### src/verilog/mips_pkg.sv
//####################
// core-wide widths for the out-of-order MIPS pipeline
// 32 architectural and 64 physical registers
//####################

package mips_pkg;

    localparam int unsigned XLEN       = 32;
    localparam int unsigned ARCH_REG_W = 5;
    localparam int unsigned PHYS_REG_W = 6;

    // sequential fetch step in bytes
    localparam logic [XLEN-1:0] PC_STEP = 32'd4;

    typedef logic [ARCH_REG_W-1:0] arch_reg_t;
    typedef logic [PHYS_REG_W-1:0] phys_reg_t;

    // what the ROB needs to know about an instruction at retirement
    typedef enum logic [1:0] {
        KIND_ALU     = 2'd0,
        KIND_MEM     = 2'd1,
        KIND_BRANCH  = 2'd2,  // branches and jumps
        KIND_SYSCALL = 2'd3
    } entry_kind_t;

endpackage
### src/verilog/rob_cfg_pkg.sv
//####################
// reorder buffer geometry and the per-entry record
// depth must stay a power of two so the pointers wrap on their own
// relies on mips_pkg being compiled first
//####################

package rob_cfg_pkg;

    localparam int unsigned ROB_DEPTH = 16;
    localparam int unsigned ROB_TAG_W = $clog2(ROB_DEPTH);

    // entry index, doubles as the completion tag
    typedef logic [ROB_TAG_W-1:0] rob_tag_t;

    // occupancy needs one extra bit to reach ROB_DEPTH
    typedef logic [ROB_TAG_W:0] rob_count_t;
    localparam rob_count_t ROB_FULL_COUNT = rob_count_t'(ROB_DEPTH);

    typedef struct packed {
        logic                      valid;
        logic                      complete;
        mips_pkg::entry_kind_t     kind;
        logic                      reg_write;
        mips_pkg::arch_reg_t       arch_dest;
        mips_pkg::phys_reg_t       phys_dest;
        logic                      redirect;  // exe reported a mispredict
        logic [mips_pkg::XLEN-1:0] alt_pc;    // pc + 4, or branch target
    } rob_entry_t;

endpackage

### src/verilog/completion_if.sv
//####################
// completion report from an execution unit to the ROB
// valid is a one-cycle strobe, tag is the ROB index
//####################

`timescale 1ns/1ps

interface completion_if;

    logic                      valid;
    rob_cfg_pkg::rob_tag_t     tag;
    logic                      redirect;  // branch resolved against prediction
    logic [mips_pkg::XLEN-1:0] target;    // resolved branch target

    modport producer (
        output valid,
        output tag,
        output redirect,
        output target
    );

    modport slot (
        input valid,
        input tag,
        input redirect,
        input target
    );

endinterface

### src/verilog/reorder_buffer.sv
//####################
// 16-entry reorder buffer, in-order retire at one per clock
// completion tags are ROB indices, mem unit never redirects
// enqueue, completion and commit are plain strobes
//####################

`timescale 1ns/1ps

module reorder_buffer (
    input  logic                      clk,
    input  logic                      reset,
    input  logic                      enq_valid,
    input  mips_pkg::entry_kind_t     enq_kind,
    input  logic                      enq_reg_write,
    input  mips_pkg::arch_reg_t       enq_arch_dest,
    input  mips_pkg::phys_reg_t       enq_phys_dest,
    input  logic [mips_pkg::XLEN-1:0] enq_pc,
    output rob_cfg_pkg::rob_tag_t     enq_tag,
    output logic                      rob_full,
    input  logic                      exe_valid,
    input  rob_cfg_pkg::rob_tag_t     exe_tag,
    input  logic                      exe_redirect,
    input  logic [mips_pkg::XLEN-1:0] exe_target,
    input  logic                      mem_valid,
    input  rob_cfg_pkg::rob_tag_t     mem_tag,
    output logic                      commit_valid,
    output logic                      commit_reg_write,
    output mips_pkg::arch_reg_t       commit_arch_dest,
    output mips_pkg::phys_reg_t       commit_phys_dest,
    output logic                      commit_syscall,
    output logic                      flush,
    output logic [mips_pkg::XLEN-1:0] redirect_pc,
    output rob_cfg_pkg::rob_tag_t     head_tag
);

    logic [rob_cfg_pkg::ROB_DEPTH-1:0]                    slot_write;
    logic [rob_cfg_pkg::ROB_DEPTH-1:0]                    slot_clear;
    rob_cfg_pkg::rob_entry_t [rob_cfg_pkg::ROB_DEPTH-1:0] slot_entry;
    logic                                                 retire;

    completion_if exe_cpl ();
    completion_if mem_cpl ();

    assign exe_cpl.valid    = exe_valid;
    assign exe_cpl.tag      = exe_tag;
    assign exe_cpl.redirect = exe_redirect;
    assign exe_cpl.target   = exe_target;

    assign mem_cpl.valid    = mem_valid;
    assign mem_cpl.tag      = mem_tag;
    assign mem_cpl.redirect = 1'b0;  // branches resolve in exe only
    assign mem_cpl.target   = '0;

    rob_alloc u_alloc (
        .clk        (clk),
        .reset      (reset),
        .enq_valid  (enq_valid),
        .retire     (retire),
        .flush      (flush),
        .enq_tag    (enq_tag),
        .rob_full   (rob_full),
        .slot_write (slot_write)
    );

    for (genvar i = 0; i < rob_cfg_pkg::ROB_DEPTH; i++) begin : g_slot
        assign slot_clear[i] = retire && (head_tag == rob_cfg_pkg::rob_tag_t'(i));

        rob_slot #(
            .SLOT_INDEX (i)
        ) u_slot (
            .clk       (clk),
            .reset     (reset),
            .write     (slot_write[i]),
            .clear     (slot_clear[i]),
            .flush     (flush),
            .kind      (enq_kind),
            .reg_write (enq_reg_write),
            .arch_dest (enq_arch_dest),
            .phys_dest (enq_phys_dest),
            .pc        (enq_pc),
            .exe_cpl   (exe_cpl),
            .mem_cpl   (mem_cpl),
            .entry     (slot_entry[i])
        );
    end

    rob_commit u_commit (
        .clk              (clk),
        .reset            (reset),
        .entries          (slot_entry),
        .head_tag         (head_tag),
        .retire           (retire),
        .flush            (flush),
        .commit_valid     (commit_valid),
        .commit_reg_write (commit_reg_write),
        .commit_syscall   (commit_syscall),
        .commit_arch_dest (commit_arch_dest),
        .commit_phys_dest (commit_phys_dest),
        .redirect_pc      (redirect_pc)
    );

endmodule

### src/verilog/rob_commit.sv
//####################
// head side of the ROB, retires at most one entry per clock
// a syscall flushes on its own retirement, a mispredicted branch
// flushes when its delay slot retires
//####################

`timescale 1ns/1ps

module rob_commit (
    input  logic                                                 clk,
    input  logic                                                 reset,
    input  rob_cfg_pkg::rob_entry_t [rob_cfg_pkg::ROB_DEPTH-1:0] entries,
    output rob_cfg_pkg::rob_tag_t                                head_tag,
    output logic                                                 retire,
    output logic                                                 flush,
    output logic                                                 commit_valid,
    output logic                                                 commit_reg_write,
    output logic                                                 commit_syscall,
    output mips_pkg::arch_reg_t                                  commit_arch_dest,
    output mips_pkg::phys_reg_t                                  commit_phys_dest,
    output logic [mips_pkg::XLEN-1:0]                            redirect_pc
);

    typedef enum logic {
        COMMIT_NORMAL,
        COMMIT_DELAY_SLOT  // mispredicted branch retired, waiting on its delay slot
    } commit_state_t;

    commit_state_t             state;
    rob_cfg_pkg::rob_entry_t   head;
    logic [mips_pkg::XLEN-1:0] pending_target;
    logic [mips_pkg::XLEN-1:0] flush_target;
    logic                      is_syscall;
    logic                      is_mispredict;
    logic                      raise_flush;

    assign head          = entries[head_tag];
    assign is_syscall    = (head.kind == mips_pkg::KIND_SYSCALL);
    assign is_mispredict = (head.kind == mips_pkg::KIND_BRANCH) && head.redirect;

    // nothing retires while a flush is out, younger entries are dead
    assign retire      = head.valid && head.complete && !flush;
    assign raise_flush = retire && ((state == COMMIT_DELAY_SLOT) || is_syscall);

    // syscall alt_pc still holds pc + 4
    assign flush_target = (state == COMMIT_DELAY_SLOT) ? pending_target : head.alt_pc;

    always_ff @(posedge clk or negedge reset) begin
        if (!reset) begin
            state            <= COMMIT_NORMAL;
            head_tag         <= '0;
            commit_valid     <= 1'b0;
            commit_reg_write <= 1'b0;
            commit_syscall   <= 1'b0;
            flush            <= 1'b0;
            redirect_pc      <= '0;
        end else begin
            commit_valid     <= retire;
            commit_reg_write <= retire && head.reg_write;
            commit_syscall   <= retire && is_syscall;
            flush            <= raise_flush;
            redirect_pc      <= raise_flush ? flush_target : '0;

            if (flush) begin
                head_tag <= '0;
                state    <= COMMIT_NORMAL;
            end else if (retire) begin
                head_tag <= head_tag + 1'b1;
                if (state == COMMIT_DELAY_SLOT) begin
                    state <= COMMIT_NORMAL;      // delay slot done, flush raised
                end else if (is_mispredict) begin
                    state <= COMMIT_DELAY_SLOT;
                end
            end
        end
    end

    // mapping for the retirement map table
    always_ff @(posedge clk) begin
        if (retire) begin
            commit_arch_dest <= head.arch_dest;
            commit_phys_dest <= head.phys_dest;
        end
        if (retire && (state == COMMIT_NORMAL) && is_mispredict) begin
            pending_target <= head.alt_pc;
        end
    end

    // once a flush lands the restarted head slot must be empty
    assert property (@(posedge clk) disable iff (!reset) flush |=> !head.valid)
        else $error("rob_commit: head entry still valid after a flush");

endmodule

### src/verilog/rob_slot.sv
//####################
// single ROB entry, answers to completions tagged SLOT_INDEX
// only the exe port may redirect, and only for branch entries
//####################

`timescale 1ns/1ps

module rob_slot #(
    parameter int unsigned SLOT_INDEX = 0
) (
    input  logic                      clk,
    input  logic                      reset,
    input  logic                      write,
    input  logic                      clear,
    input  logic                      flush,
    input  mips_pkg::entry_kind_t     kind,
    input  logic                      reg_write,
    input  mips_pkg::arch_reg_t       arch_dest,
    input  mips_pkg::phys_reg_t       phys_dest,
    input  logic [mips_pkg::XLEN-1:0] pc,
    completion_if.slot                exe_cpl,
    completion_if.slot                mem_cpl,
    output rob_cfg_pkg::rob_entry_t   entry
);

    logic                      valid_q;
    logic                      complete_q;
    logic                      redirect_q;
    mips_pkg::entry_kind_t     kind_q;
    logic                      reg_write_q;
    mips_pkg::arch_reg_t       arch_dest_q;
    mips_pkg::phys_reg_t       phys_dest_q;
    logic [mips_pkg::XLEN-1:0] alt_pc_q;
    logic                      exe_match;
    logic                      mem_match;
    logic                      exe_hit;
    logic                      is_branch;

    assign exe_match = exe_cpl.valid && (exe_cpl.tag == rob_cfg_pkg::rob_tag_t'(SLOT_INDEX));
    assign mem_match = mem_cpl.valid && (mem_cpl.tag == rob_cfg_pkg::rob_tag_t'(SLOT_INDEX));
    assign exe_hit   = exe_match && valid_q;
    assign is_branch = (kind_q == mips_pkg::KIND_BRANCH);

    always_ff @(posedge clk or negedge reset) begin
        if (!reset) begin
            valid_q    <= 1'b0;
            complete_q <= 1'b0;
            redirect_q <= 1'b0;
        end else if (flush || clear) begin
            valid_q    <= 1'b0;
            complete_q <= 1'b0;
            redirect_q <= 1'b0;
        end else if (write) begin
            valid_q    <= 1'b1;
            complete_q <= 1'b0;
            redirect_q <= 1'b0;
        end else begin
            if (valid_q && (exe_match || mem_match)) begin
                complete_q <= 1'b1;
            end
            if (exe_hit && is_branch) begin
                redirect_q <= exe_cpl.redirect;
            end
        end
    end

    // dispatch payload, qualified by valid_q
    always_ff @(posedge clk) begin
        if (write) begin
            kind_q      <= kind;
            reg_write_q <= reg_write;
            arch_dest_q <= arch_dest;
            phys_dest_q <= phys_dest;
            alt_pc_q    <= pc + mips_pkg::PC_STEP;
        end else if (exe_hit && is_branch && exe_cpl.redirect) begin
            alt_pc_q <= exe_cpl.target;  // mispredict, fetch resumes here
        end
    end

    assign entry = '{
        valid:     valid_q,
        complete:  complete_q,
        kind:      kind_q,
        reg_write: reg_write_q,
        arch_dest: arch_dest_q,
        phys_dest: phys_dest_q,
        redirect:  redirect_q,
        alt_pc:    alt_pc_q
    };

    // a unit reporting on an empty slot has a stale or bad tag
    assert property (@(posedge clk) disable iff (!reset) (exe_match || mem_match) |-> valid_q)
        else $error("rob_slot %0d: completion for an empty entry", SLOT_INDEX);

endmodule

### src/verilog/rob_alloc.sv
//####################
// tail side of the ROB
// enqueue while full is dropped silently, full is the only back-pressure
// an enqueue in a flush cycle is discarded
//####################

`timescale 1ns/1ps

module rob_alloc (
    input  logic                                  clk,
    input  logic                                  reset,
    input  logic                                  enq_valid,
    input  logic                                  retire,
    input  logic                                  flush,
    output rob_cfg_pkg::rob_tag_t                 enq_tag,
    output logic                                  rob_full,
    output logic [rob_cfg_pkg::ROB_DEPTH-1:0]     slot_write
);

    rob_cfg_pkg::rob_tag_t   tail;
    rob_cfg_pkg::rob_count_t count;
    logic                    accept;

    assign enq_tag  = tail;
    assign rob_full = (count == rob_cfg_pkg::ROB_FULL_COUNT);
    assign accept   = enq_valid && !rob_full && !flush;

    // one-hot write strobe for the slot under the tail
    always_comb begin
        slot_write = '0;
        if (accept) begin
            slot_write[tail] = 1'b1;
        end
    end

    always_ff @(posedge clk or negedge reset) begin
        if (!reset) begin
            tail  <= '0;
            count <= '0;
        end else if (flush) begin
            tail  <= '0;
            count <= '0;
        end else begin
            if (accept) begin
                tail <= tail + 1'b1;  // wraps at depth
            end
            case ({accept, retire})
                2'b10:   count <= count + 1'b1;
                2'b01:   count <= count - 1'b1;
                default: count <= count;  // none, or one in and one out
            endcase
        end
    end

    assert property (@(posedge clk) disable iff (!reset) count <= rob_cfg_pkg::ROB_FULL_COUNT)
        else $error("rob_alloc: occupancy %0d beyond depth", count);

    // commit must never drain an empty buffer
    assert property (@(posedge clk) disable iff (!reset) retire |-> (count != '0))
        else $error("rob_alloc: retire with empty buffer");

endmodule

### config.mk
export PLATFORM = sky130hd
export DESIGN_NAME = reorder_buffer
export DESIGN_NICKNAME = d
export VERILOG_FILES = /design/src/verilog/mips_pkg.sv /design/src/verilog/rob_cfg_pkg.sv /design/src/verilog/completion_if.sv /design/src/verilog/reorder_buffer.sv /design/src/verilog/rob_commit.sv /design/src/verilog/rob_slot.sv /design/src/verilog/rob_alloc.sv
export SDC_FILE = /design/constraint.sdc
export NUM_CORES = 1
export LEC_CHECK = 0
export BUFFER_PORTS_ARGS = -buffer_cell sky130_fd_sc_hd__clkbuf_2
export CORE_UTILIZATION = 28
export CTS_CLUSTER_SIZE = 25
export DETAILED_ROUTE_END_ITERATION = 8
export PLACE_DENSITY = 0.41
export SYNTH_ARGS = -nofsm -noshare
export SYNTH_HDL_FRONTEND = slang
export SYNTH_SLANG_ARGS = --single-unit
### constraint.sdc
create_clock -name clk -period 5.74 [get_ports clk]
set_input_delay 1.148 -clock clk [delete_from_list [all_inputs] [get_ports clk]]
set_output_delay 1.148 -clock clk [all_outputs]
set_load 0.05 [all_outputs]
* Word level (Yosys, flattened, before mapping)
Cells that the tools add are included.
** Word-level totals
- Input bits :: 92
- Output and inout port bits :: 56
- Register bits :: 877
** Operators by class
- $lt $le $gt $ge :: 3
- Reductions and logical operators :: 228
- Bitwise operators :: 1
- Equal/unequal tests :: 66
- Add/subtract/negate cells :: 5
- Mux-type cells :: 177
** Operators with widths (number)
- 32-bit 2-to-1 mux :: 34
- 49-bit binary-select mux with 4-bit select :: 1
- 1-bit 2-to-1 mux :: 133
- 1-bit logical AND :: 123
- 3-bit nonzero test :: 33
- 4-bit == test, second input constant :: 24
- 2-bit nonzero test :: 34
- 49-bit 2-to-1 mux :: 1
- 4-bit by 3-bit == test with 1-bit output, second input constant :: 12
- 2-bit == test, second input constant :: 19
- 1-bit logical OR :: 33
- 32-bit by 3-bit adder with 32-bit output, second input constant :: 1
- 4-bit by 2-bit == test with 1-bit output, second input constant :: 6
- 16-bit 2-to-1 mux :: 1
- 4-bit 2-to-1 mux :: 4
- 4-bit by 1-bit == test with 1-bit output, second input constant :: 3
- 4-bit zero test :: 3
- 4-bit by 5-bit < comparator with 1-bit output, second input constant :: 2
- 5-bit case mux with 2 select lines :: 1
- 4-bit by 1-bit adder with 4-bit output, second input constant :: 2
- 5-bit by 1-bit adder with 5-bit output, second input constant :: 1
- 5-bit == test, second input constant :: 1
- 5-bit 2-to-1 mux :: 1
- 5-bit by 1-bit subtractor with 5-bit output, second input constant :: 1
- other kinds (5) :: 6

* Depth between registers and ports, before layout
Gate-level depths: netlist of the first run.
- Word-level depth :: 8
- Depth in mapped cells :: 16
- Depth with buffers taken out :: 13

* Modules after synthesis
Synthesis of the first run repeated with hierarchy kept, for this count alone.
** Unflattened totals
- Cells, all modules :: 4434
- Area, all modules :: 50801.2 um^2
** Modules (own cells, without submodules)
- rob_commit :: cells an instance 641, instances 1, area each 9103.7 um^2, sequential area each 2317.2 um^2
- rob_slot at g_slot[10].u_slot ... :: cells an instance 220, instances 3, area each 2517.4 um^2, sequential area each 1456.4 um^2
- rob_slot at g_slot[13].u_slot ... :: cells an instance 235, instances 2, area each 2555.0 um^2, sequential area each 1456.4 um^2
- rob_slot at g_slot[1].u_slot ... :: cells an instance 234, instances 2, area each 2549.9 um^2, sequential area each 1456.4 um^2
- rob_slot at g_slot[9].u_slot :: cells an instance 230, instances 1, area each 2600.0 um^2, sequential area each 1456.4 um^2
- rob_slot at g_slot[7].u_slot :: cells an instance 234, instances 1, area each 2591.2 um^2, sequential area each 1456.4 um^2
- rob_slot at g_slot[11].u_slot :: cells an instance 234, instances 1, area each 2563.7 um^2, sequential area each 1456.4 um^2
- rob_slot at g_slot[0].u_slot :: cells an instance 235, instances 1, area each 2561.2 um^2, sequential area each 1456.4 um^2
- rob_slot at g_slot[15].u_slot :: cells an instance 236, instances 1, area each 2558.7 um^2, sequential area each 1456.4 um^2
- rob_slot at g_slot[4].u_slot :: cells an instance 234, instances 1, area each 2542.4 um^2, sequential area each 1456.4 um^2
- rob_slot at g_slot[8].u_slot :: cells an instance 229, instances 1, area each 2539.9 um^2, sequential area each 1456.4 um^2
- rob_slot at g_slot[12].u_slot :: cells an instance 220, instances 1, area each 2514.9 um^2, sequential area each 1456.4 um^2
- rob_slot at g_slot[3].u_slot :: cells an instance 221, instances 1, area each 2508.7 um^2, sequential area each 1456.4 um^2
- rob_alloc :: cells an instance 98, instances 1, area each 833.3 um^2, sequential area each 225.2 um^2
- reorder_buffer :: cells an instance 24, instances 1, area each 121.4 um^2, sequential area each 0.0 um^2

* Worst setup path before layout of the first run
No wires, ideal clock.
- Path type :: reg2reg
- From :: register u_commit.head_tag[0]
- To :: register u_alloc.count[4]
- Setup time :: 0.078 ns
- Setup slack :: 1.710 ns
- Data arrival time :: 3.952 ns
- Stages on the path, launching flop included :: 17
- Buffers on the path :: 3
- Path through :: dfrtp_1 > buf_4 > buf_2 > buf_6 > inv_1 > nand4_1 > o211a_1 > nand3_1 > inv_1 > ha_1 > inv_1 > fa_1 > nor2b_1 > o21ai_0 > and3_1 > or4_1 > a21oi_1
** Between the ends
- Longest elaborated chain between the ends :: 7
** Ends and longest elaborated chain
- start, declared :: RTL line rob_commit.sv:13 : output rob_cfg_pkg::rob_tag_t head_tag,
- start signal, assigned :: RTL line rob_commit.sv:68 : head_tag <= head_tag + 1'b1;
- 49-bit binary-select mux with 4-bit select * :: RTL line rob_commit.sv:37 : assign head = entries[head_tag];
- 49-bit 2-to-1 mux (implied by the code) * :: RTL line rob_commit.sv:37
- 1-bit logical AND * (2 in a row) :: RTL line rob_commit.sv:42 : assign retire = head.valid && head.complete && !flush;
- net retire :: RTL line reorder_buffer.sv:39 : logic retire;
- 2-bit by 1-bit == test with 1-bit output / 2-bit == test (equally long branches) :: RTL line rob_alloc.sv:47 : case ({accept, retire})
- 5-bit case mux with 2 select lines :: RTL line rob_alloc.sv:47
- 5-bit 2-to-1 mux :: RTL line rob_alloc.sv:40 : end else if (flush) begin
- end signal, assigned :: RTL line rob_alloc.sv:48 : 2'b10: count <= count + 1'b1;
- end signal, assigned :: RTL line rob_alloc.sv:49 : 2'b01: count <= count - 1'b1;
- end signal, assigned :: RTL line rob_alloc.sv:50 : default: count <= count;
- end, declared :: RTL line rob_alloc.sv:21 : rob_cfg_pkg::rob_count_t count;
The timed path passes the listed nets; every way through them passes the cells marked *. The select of a mux whose other input is x is not followed.
A chain may end at the register's enable or synchronous reset.

* Worst setup path in the final report of the first run
Ends and elaborated chain as after synthesis.

==> flow_metrics.py, run 1 <==
metrics = {
    "yosys": {
        "yosys.area.top_type": "edfxtp_1",
        "yosys_warnings": 0,
        "ys_ff_latch": 877,
        "synthCells": 3069,
        "synth_top_area_share_pct": 57.3,
        "synth.distinct_cells": 67,
        "ys.flop_type": "edfxtp_1",
        "synth_top_cells_by_count": "779 x edfxtp_1, 664 x nand2_1, 440 x o21ai_0, 230 x mux4_2, 207 x clkbuf_1",
        "synth.avg_cell_area_um2": 13.3,
        "seq_area_frac_synth_pct": 63.3,
        "synthTopCellsByArea": "edfxtp_1 57%, mux4_2 13%, nand2_1 6.1%",
        "synth-edff-count": 779,
        "yosysMostFrequentCell": "edfxtp_1",
        "ys_async_sr_fraction_pct": 11.2,
        "synth_area_um2": 40800,
        "syn_nets": 3175,
    },
    "clock_network": {
        "clock_path_buffers": 3,
        "cts_sinks": 877,
        "cts_setup_buffers": 0,
        "clock-root-buffer": "clkbuf_16",
        "cts_resized": 0,
        "cts_made_buffers": 105,
        "insertion_delay_ps": 750,
        "cts_tree": "done",
        "path_clk_slew_ps": 60,
        "cts_hold_buf": 0,
        "h-tree-depth": 3,
    },
    "timing": {
        "whs_ps": 389,
        "slew_headroom_pct": 5.81,
        "skew_ps": 55.3,
        "fin_crit_sh_pct": 70.7,
        "finalCriticalPeriod_ps": 4060,
        "worst_slew_pin_slew_ps": 1400,
        "setup_ws_ps": 1680,
        "fmax_mhz": 246,
        "rsz0062_at_grt": "false",
        "maxSlewViolCount": 0,
        "fin_tns_setup_ps": 0,
        "setup_viol": 0,
        "finalHoldViolations": 0,
    },
    "place": {
        "numPortBuffers": 147,
        "pre_cts_ws_ps": 963,
        "dp_cells": 4905,
        "hpwl_um": 82200,
        "place_congestion": 0.763,
    },
    "worst_setup_path": {
        "regToRegSetupSlack_ps": 1680,
        "worstPathRequired_ps": 6400,
        "arrival_ps": 4720,
        "worstSetupEndpointType": "register",
        "crit_path_start_kind": "register",
        "worstPathMaxFanout": 45,
        "path_class": "reg -> reg",
    },
    "floorplan": {
        "core_area_um2": 144000,
        "die_height_um": 384,
        "dieWidth_um": 384,
        "start_util_pct": 28.3,
        "rows": 139,
        "die_area_um2": 147000,
        "ios": 148,
    },
    "pwr": {
        "irDropWorstVdd_mv": 0.259,
        "power_density_nw_per_um2": 476,
        "p_leak_nw": 16.6,
        "p_int_w": 0.0144,
        "p_switching_w": 0.00804,
        "p_seq_share_pct": 38.7,
        "comb_power_share_pct": 31.6,
        "p_sw_share_pct": 35.8,
        "clkPwrFrac_pct": 29.6,
    },
    "final_layout": {
        "fin_nets": 3215,
        "filler_cell_count": 14000,
        "finish.utilization_pct": 32.7,
        "area_delta_synth_final_pct": 15.5,
        "layout-drive-gt1-share_pct": 22.0,
        "final_cells": 5107,
    },
    "job": {
        "cap_violations": 0,
    },
    "drt": {
        "vias": 26000,
        "wl_um": 141000,
        "drtAntennaViolNets": 0,
        "drt_pass1_iterations": 6,
        "drcViolationCount": 0,
        "vias_per_cell": 5.09,
        "drt-wirelength-per-cell_um": 27.5,
        "drtIter0Drc": 2457,
    },
    "min_path": {
        "min_path_type": "in -> async",
    },
    "global_routing": {
        "grt_start_max_net_pins": 94,
        "grt_pass1_wl_um": 201000,
        "grt_overflow": 0,
        "antenna_found_initial": 9,
        "grt_pass1_vias": 26100,
        "grt_use_total_pct": 19.1,
    },
    "outcome": {
        "outcome": "complete, no violations",
    },
}
## cell type report
cell class | count | area (um^2) | share of cell area (%)
timing repair buffer | 234 | 1410 | 2.99
inverter | 38 | 143 | 0.303
sequential | 877 | 25900 | 54.9
multi-input combinational | 1853 | 13900 | 29.5
tap | 1903 | 2380 | 5.05
clock inverter | 66 | 631 | 1.34
antenna | 4 | 10.0 | 0.0212
clock buffer | 132 | 2820 | 5.98
## cells by family after synthesis
kind of cell	Yosys count	synth area share, %
AO/OA/AOI/OAI	595	8.51
XOR/XNOR	31	0.683
adder cells (fa/ha/maj)	14	0.447
buffers and inverters	339	3.40
flip-flops	877	63.3
multiplexers	283	14.0
AND/OR/NAND/NOR	930	9.68
## critical path, cell delays in order (launching register included)
cell	delay (ps)
dfrtp_4	1040
inv_1	320
nand4_1	200
o211a_1	300
nand3_2	110
inv_1	160
ha_1	270
inv_1	100
fa_1	400
nor2b_1	160
o21ai_0	120
and3_1	210
or4_1	390
a21oi_1	140
## stage by stage
step | total power, W | area (um^2)
floorplan | 0.0133 | 40800
global placement | 0.0160 | 43700
detailed placement | 0.0161 | 43700
CTS | 0.0228 | 47100
global route | 0.0235 | 47100
finish | 0.0224 | 47100
## path summary, 6_finish.rpt
kind,start,end,cells past startpoint
max in group asynchronous,reset,u_commit.flush,2
worst min-delay path,reset,u_commit.redirect_pc[26],1
worst max-delay path,u_commit.head_tag[0],u_alloc.count[4],13
min in group clk,g_slot[14].u_slot.redirect_q,g_slot[14].u_slot.redirect_q,2
worst max register to register,u_commit.head_tag[0],u_alloc.count[4],13
worst min register to register,g_slot[14].u_slot.redirect_q,g_slot[14].u_slot.redirect_q,2
## per-layer routing
metal	vias up	routed length [um]	track usage (%)
met2	859	67900	31.3
met5	-	22	0
li1	11600	-	-
met4	4	3020	4.55
met3	182	7230	2.90
met1	13300	62500	26.5
## layout by cell type (no fill, tap or decap), types with 9 or more instances in the layout
cell type  synthesis  layout
clkinv_2           0      19
o21ai_0          440     440
a311oi_1          22      22
nand2_1          664     649
clkbuf_1         207      18
a21o_1             9       9
mux2i_1           51      51
ha_1              13      13
clkbuf_8           0       9
nand3_1           28      27
o2111ai_4          2      16
clkinv_1           0      31
o21ai_2           10      10
nor2b_1           21      21
inv_2             10      10
nor2_1            86      86
o22ai_1           14      14
nand4_1           30      30
and3_1            11      11
inv_1             28      27
nor3_1            42      42
nand2_2            0      15
edfxtp_1         779     779
a21oi_1           20      20
dfrtp_1           98      91
mux4_2           230     230
a2111oi_0          9       9
xor2_1            19      19
clkbuf_16          0     105
buf_4              3      86
clkbuf_2           0     146
## state kept, by name (all words and copies together) (netlist names), 32 cells and up
signal                     cells
u_commit.redirect_pc          32
g_slot.u_slot.phys_dest_q     96
g_slot.u_slot.arch_dest_q     80
u_commit.pending_target       32
g_slot.u_slot.alt_pc_q       512
g_slot.u_slot.kind_q          32
## power by group through the flow
stage | clock, W | sequential (W) | combinational [W]
finish | 0.00665 | 0.00869 | 0.00710
global route | 0.00704 | 0.00878 | 0.00765
CTS | 0.00682 | 0.00871 | 0.00723
detailed placement | 0 | 0.00883 | 0.00723
global placement | 0 | 0.00884 | 0.00720
floorplan | 0 | 0.00886 | 0.00443
(Power assumes the default switching activity.)
==> run 2: changes to the inputs <==
==> constraint.sdc (replaced) <==
create_clock -name clk -period 4.25 [get_ports clk]
set_input_delay 0.85 -clock clk [delete_from_list [all_inputs] [get_ports clk]]
set_output_delay 0.85 -clock clk [all_outputs]
set_load 0.05 [all_outputs]
==> run 2 against run 1 <==
Effect of this change: sequential cell count stayed put; register-to-register slack worse by 1100 ps; sequential power is 32% higher; routed wire length decreased by 0.81%; first-iteration DRC count decreased by 2.6%; final cell count is 0.37% higher; total power rose by 35%; sequential share of layout area is 0.40 points lower; non-clock buffer count is 23 higher; largest power group unchanged; die area is the same.
==> flow_metrics.py, run 2 (synthesis results as in run 1) <==
metrics = {
    "outcome": {
        "outcome": "complete, no violations",
    },
    "final_layout": {
        "reg.largest.list": "g_slot.u_slot.alt_pc_q: 512 flops, g_slot.u_slot.phys_dest_q: 96 flops, g_slot.u_slot.arch_dest_q: 80 flops",
        "area_delta_synth_final_pct": 16.3,
        "regMostFlops": "g_slot.u_slot.alt_pc_q",
        "layout-drive-gt1-share_pct": 22.3,
        "final_cell_area_um2": 47500,
        "fin_nets": 3236,
        "layout_commonest_cell": "edfxtp_1",
        "largest_reg_flops": 512,
        "final_cell_mix": "779 x edfxtp_1, 649 x nand2_1, 440 x o21ai_0, 230 x mux4_2, 146 x clkbuf_2",
    },
    "place": {
        "place_congestion": 0.768,
        "numPortBuffers": 147,
        "placed_area_um2": 44100,
        "hpwl_um": 77900,
    },
    "clock_network": {
        "cts_tree": "done",
        "h-tree-depth": 3,
        "cts_made_buffers": 103,
        "insertion_delay_ps": 710,
        "clock_path_buffers": 3,
        "cts_hold_buf": 0,
        "clock-root-buffer": "clkbuf_16",
        "cts_sinks": 877,
        "path_clk_slew_ps": 60,
        "cts_setup_buffers": 0,
        "cts_resized": 0,
    },
    "timing": {
        "fin_crit_sh_pct": 85.4,
        "fin_tns_setup_ps": 0,
        "skew_ps": 49.5,
        "rsz0062_at_grt": "false",
        "finalHoldViolations": 0,
        "slew_headroom_pct": 15.1,
        "maxSlewViolCount": 0,
        "worst_slew_pin_slew_ps": 1260,
        "setup_viol": 0,
        "finalCriticalPeriod_ps": 3630,
        "fmax_mhz": 275,
    },
    "floorplan": {
        "dieWidth_um": 384,
        "rows": 139,
        "ios": 148,
        "core_area_um2": 144000,
        "die_height_um": 384,
        "die_area_um2": 147000,
        "start_util_pct": 28.3,
    },
    "worst_setup_path": {
        "worstSetupEndpointType": "register",
        "r2r_cells": 8,
        "arrival_ps": 4170,
        "crit_path_start_kind": "register",
        "path_class": "reg -> reg",
        "worstPathMaxFanout": 34,
        "regToRegSetupSlack_ps": 620,
        "worstPathRequired_ps": 4790,
    },
    "global_routing": {
        "gr-usage-met3_pct": 3.03,
        "grt_start_max_net_pins": 100,
        "grt_pass1_vias": 26000,
        "antenna_found_initial": 14,
        "grt_pass1_wl_um": 199000,
        "use_met2_pct": 32.0,
        "grt_use_total_pct": 19.0,
        "grt_busiest_layer": "met2",
        "use_met1_pct": 25.1,
        "grt_overflow": 0,
    },
    "drt": {
        "drtIter0Drc": 2393,
        "drtAntennaViolNets": 0,
        "vias_per_cell": 5.03,
        "drt_pass1_iterations": 5,
        "wl_um": 140000,
        "drcViolationCount": 0,
        "vias": 25800,
        "drt-wirelength-per-cell_um": 27.2,
    },
    "pwr": {
        "irDropWorstVdd_mv": 0.431,
        "power_density_nw_per_um2": 637,
        "total_power_w": 0.0303,
        "p_leak_nw": 16.8,
    },
    "min_path": {
        "min_path_type": "in -> async",
    },
    "job": {
        "cap_violations": 0,
    },
}
run 2: worst max-delay path: stages (launching register included):
cell     delay (ps)
dfrtp_4         560
buf_4           520
buf_4           700
mux4_2          600
a22oi_1         200
nand2_1         180
a21oi_4         220
buf_12          300
nor3_1          110
run 2: layer usage:
| metal | vias to the layer above | wire length [um] |
|---|---|---|
| li1 | 11700 | - |
| met1 | 13200 | 59900 |
| met2 | 737 | 69100 |
| met3 | 171 | 7180 |
| met4 | 12 | 3230 |
| met5 | - | 74 |
run 2: power breakdown:
| part | switching, W | internal (W) |
|---|---|---|
| sequential | 0.000605 | 0.0109 |
| clock | 0.00369 | 0.00516 |
| combinational | 0.00633 | 0.00358 |
run 2: area by class of cell:
class | instances | area [um^2]
inverters | 38 | 143
repair buffers | 257 | 1870
multi-input cells | 1853 | 13900
clock inverters | 29 | 273
diodes | 3 | 7.51
fillers | 14000 | 96700
well taps | 1903 | 2380
clock buffers | 166 | 3100
flip-flops and latches | 877 | 25900
run 2: through the flow:
stage | utilization (%) | setup slack [ps] | instances | hold slack [ps]
final | 32.9 | 619 | 5126 | 85.8
after global routing | 32.9 | 354 | 5126 | 109
after CTS | 32.9 | 534 | 5123 | 74.4
after detailed placement | 30.6 | 533 | 4928 | 535
after global placement | 30.6 | 528 | 4928 | 527
after floorplan | - | 220 | 3069 | 503
run 2: worst paths after layout:
check,end,from
setup / recovery,u_commit.redirect_pc[29],u_commit.head_tag[0]
hold / removal,u_commit.redirect_pc[28],reset
setup reg to reg,u_commit.redirect_pc[29],u_commit.head_tag[0]
hold reg to reg,g_slot[14].u_slot.redirect_q,g_slot[14].u_slot.redirect_q
max in group asynchronous,u_commit.redirect_pc[19],reset
min in group clk,g_slot[14].u_slot.redirect_q,g_slot[14].u_slot.redirect_q
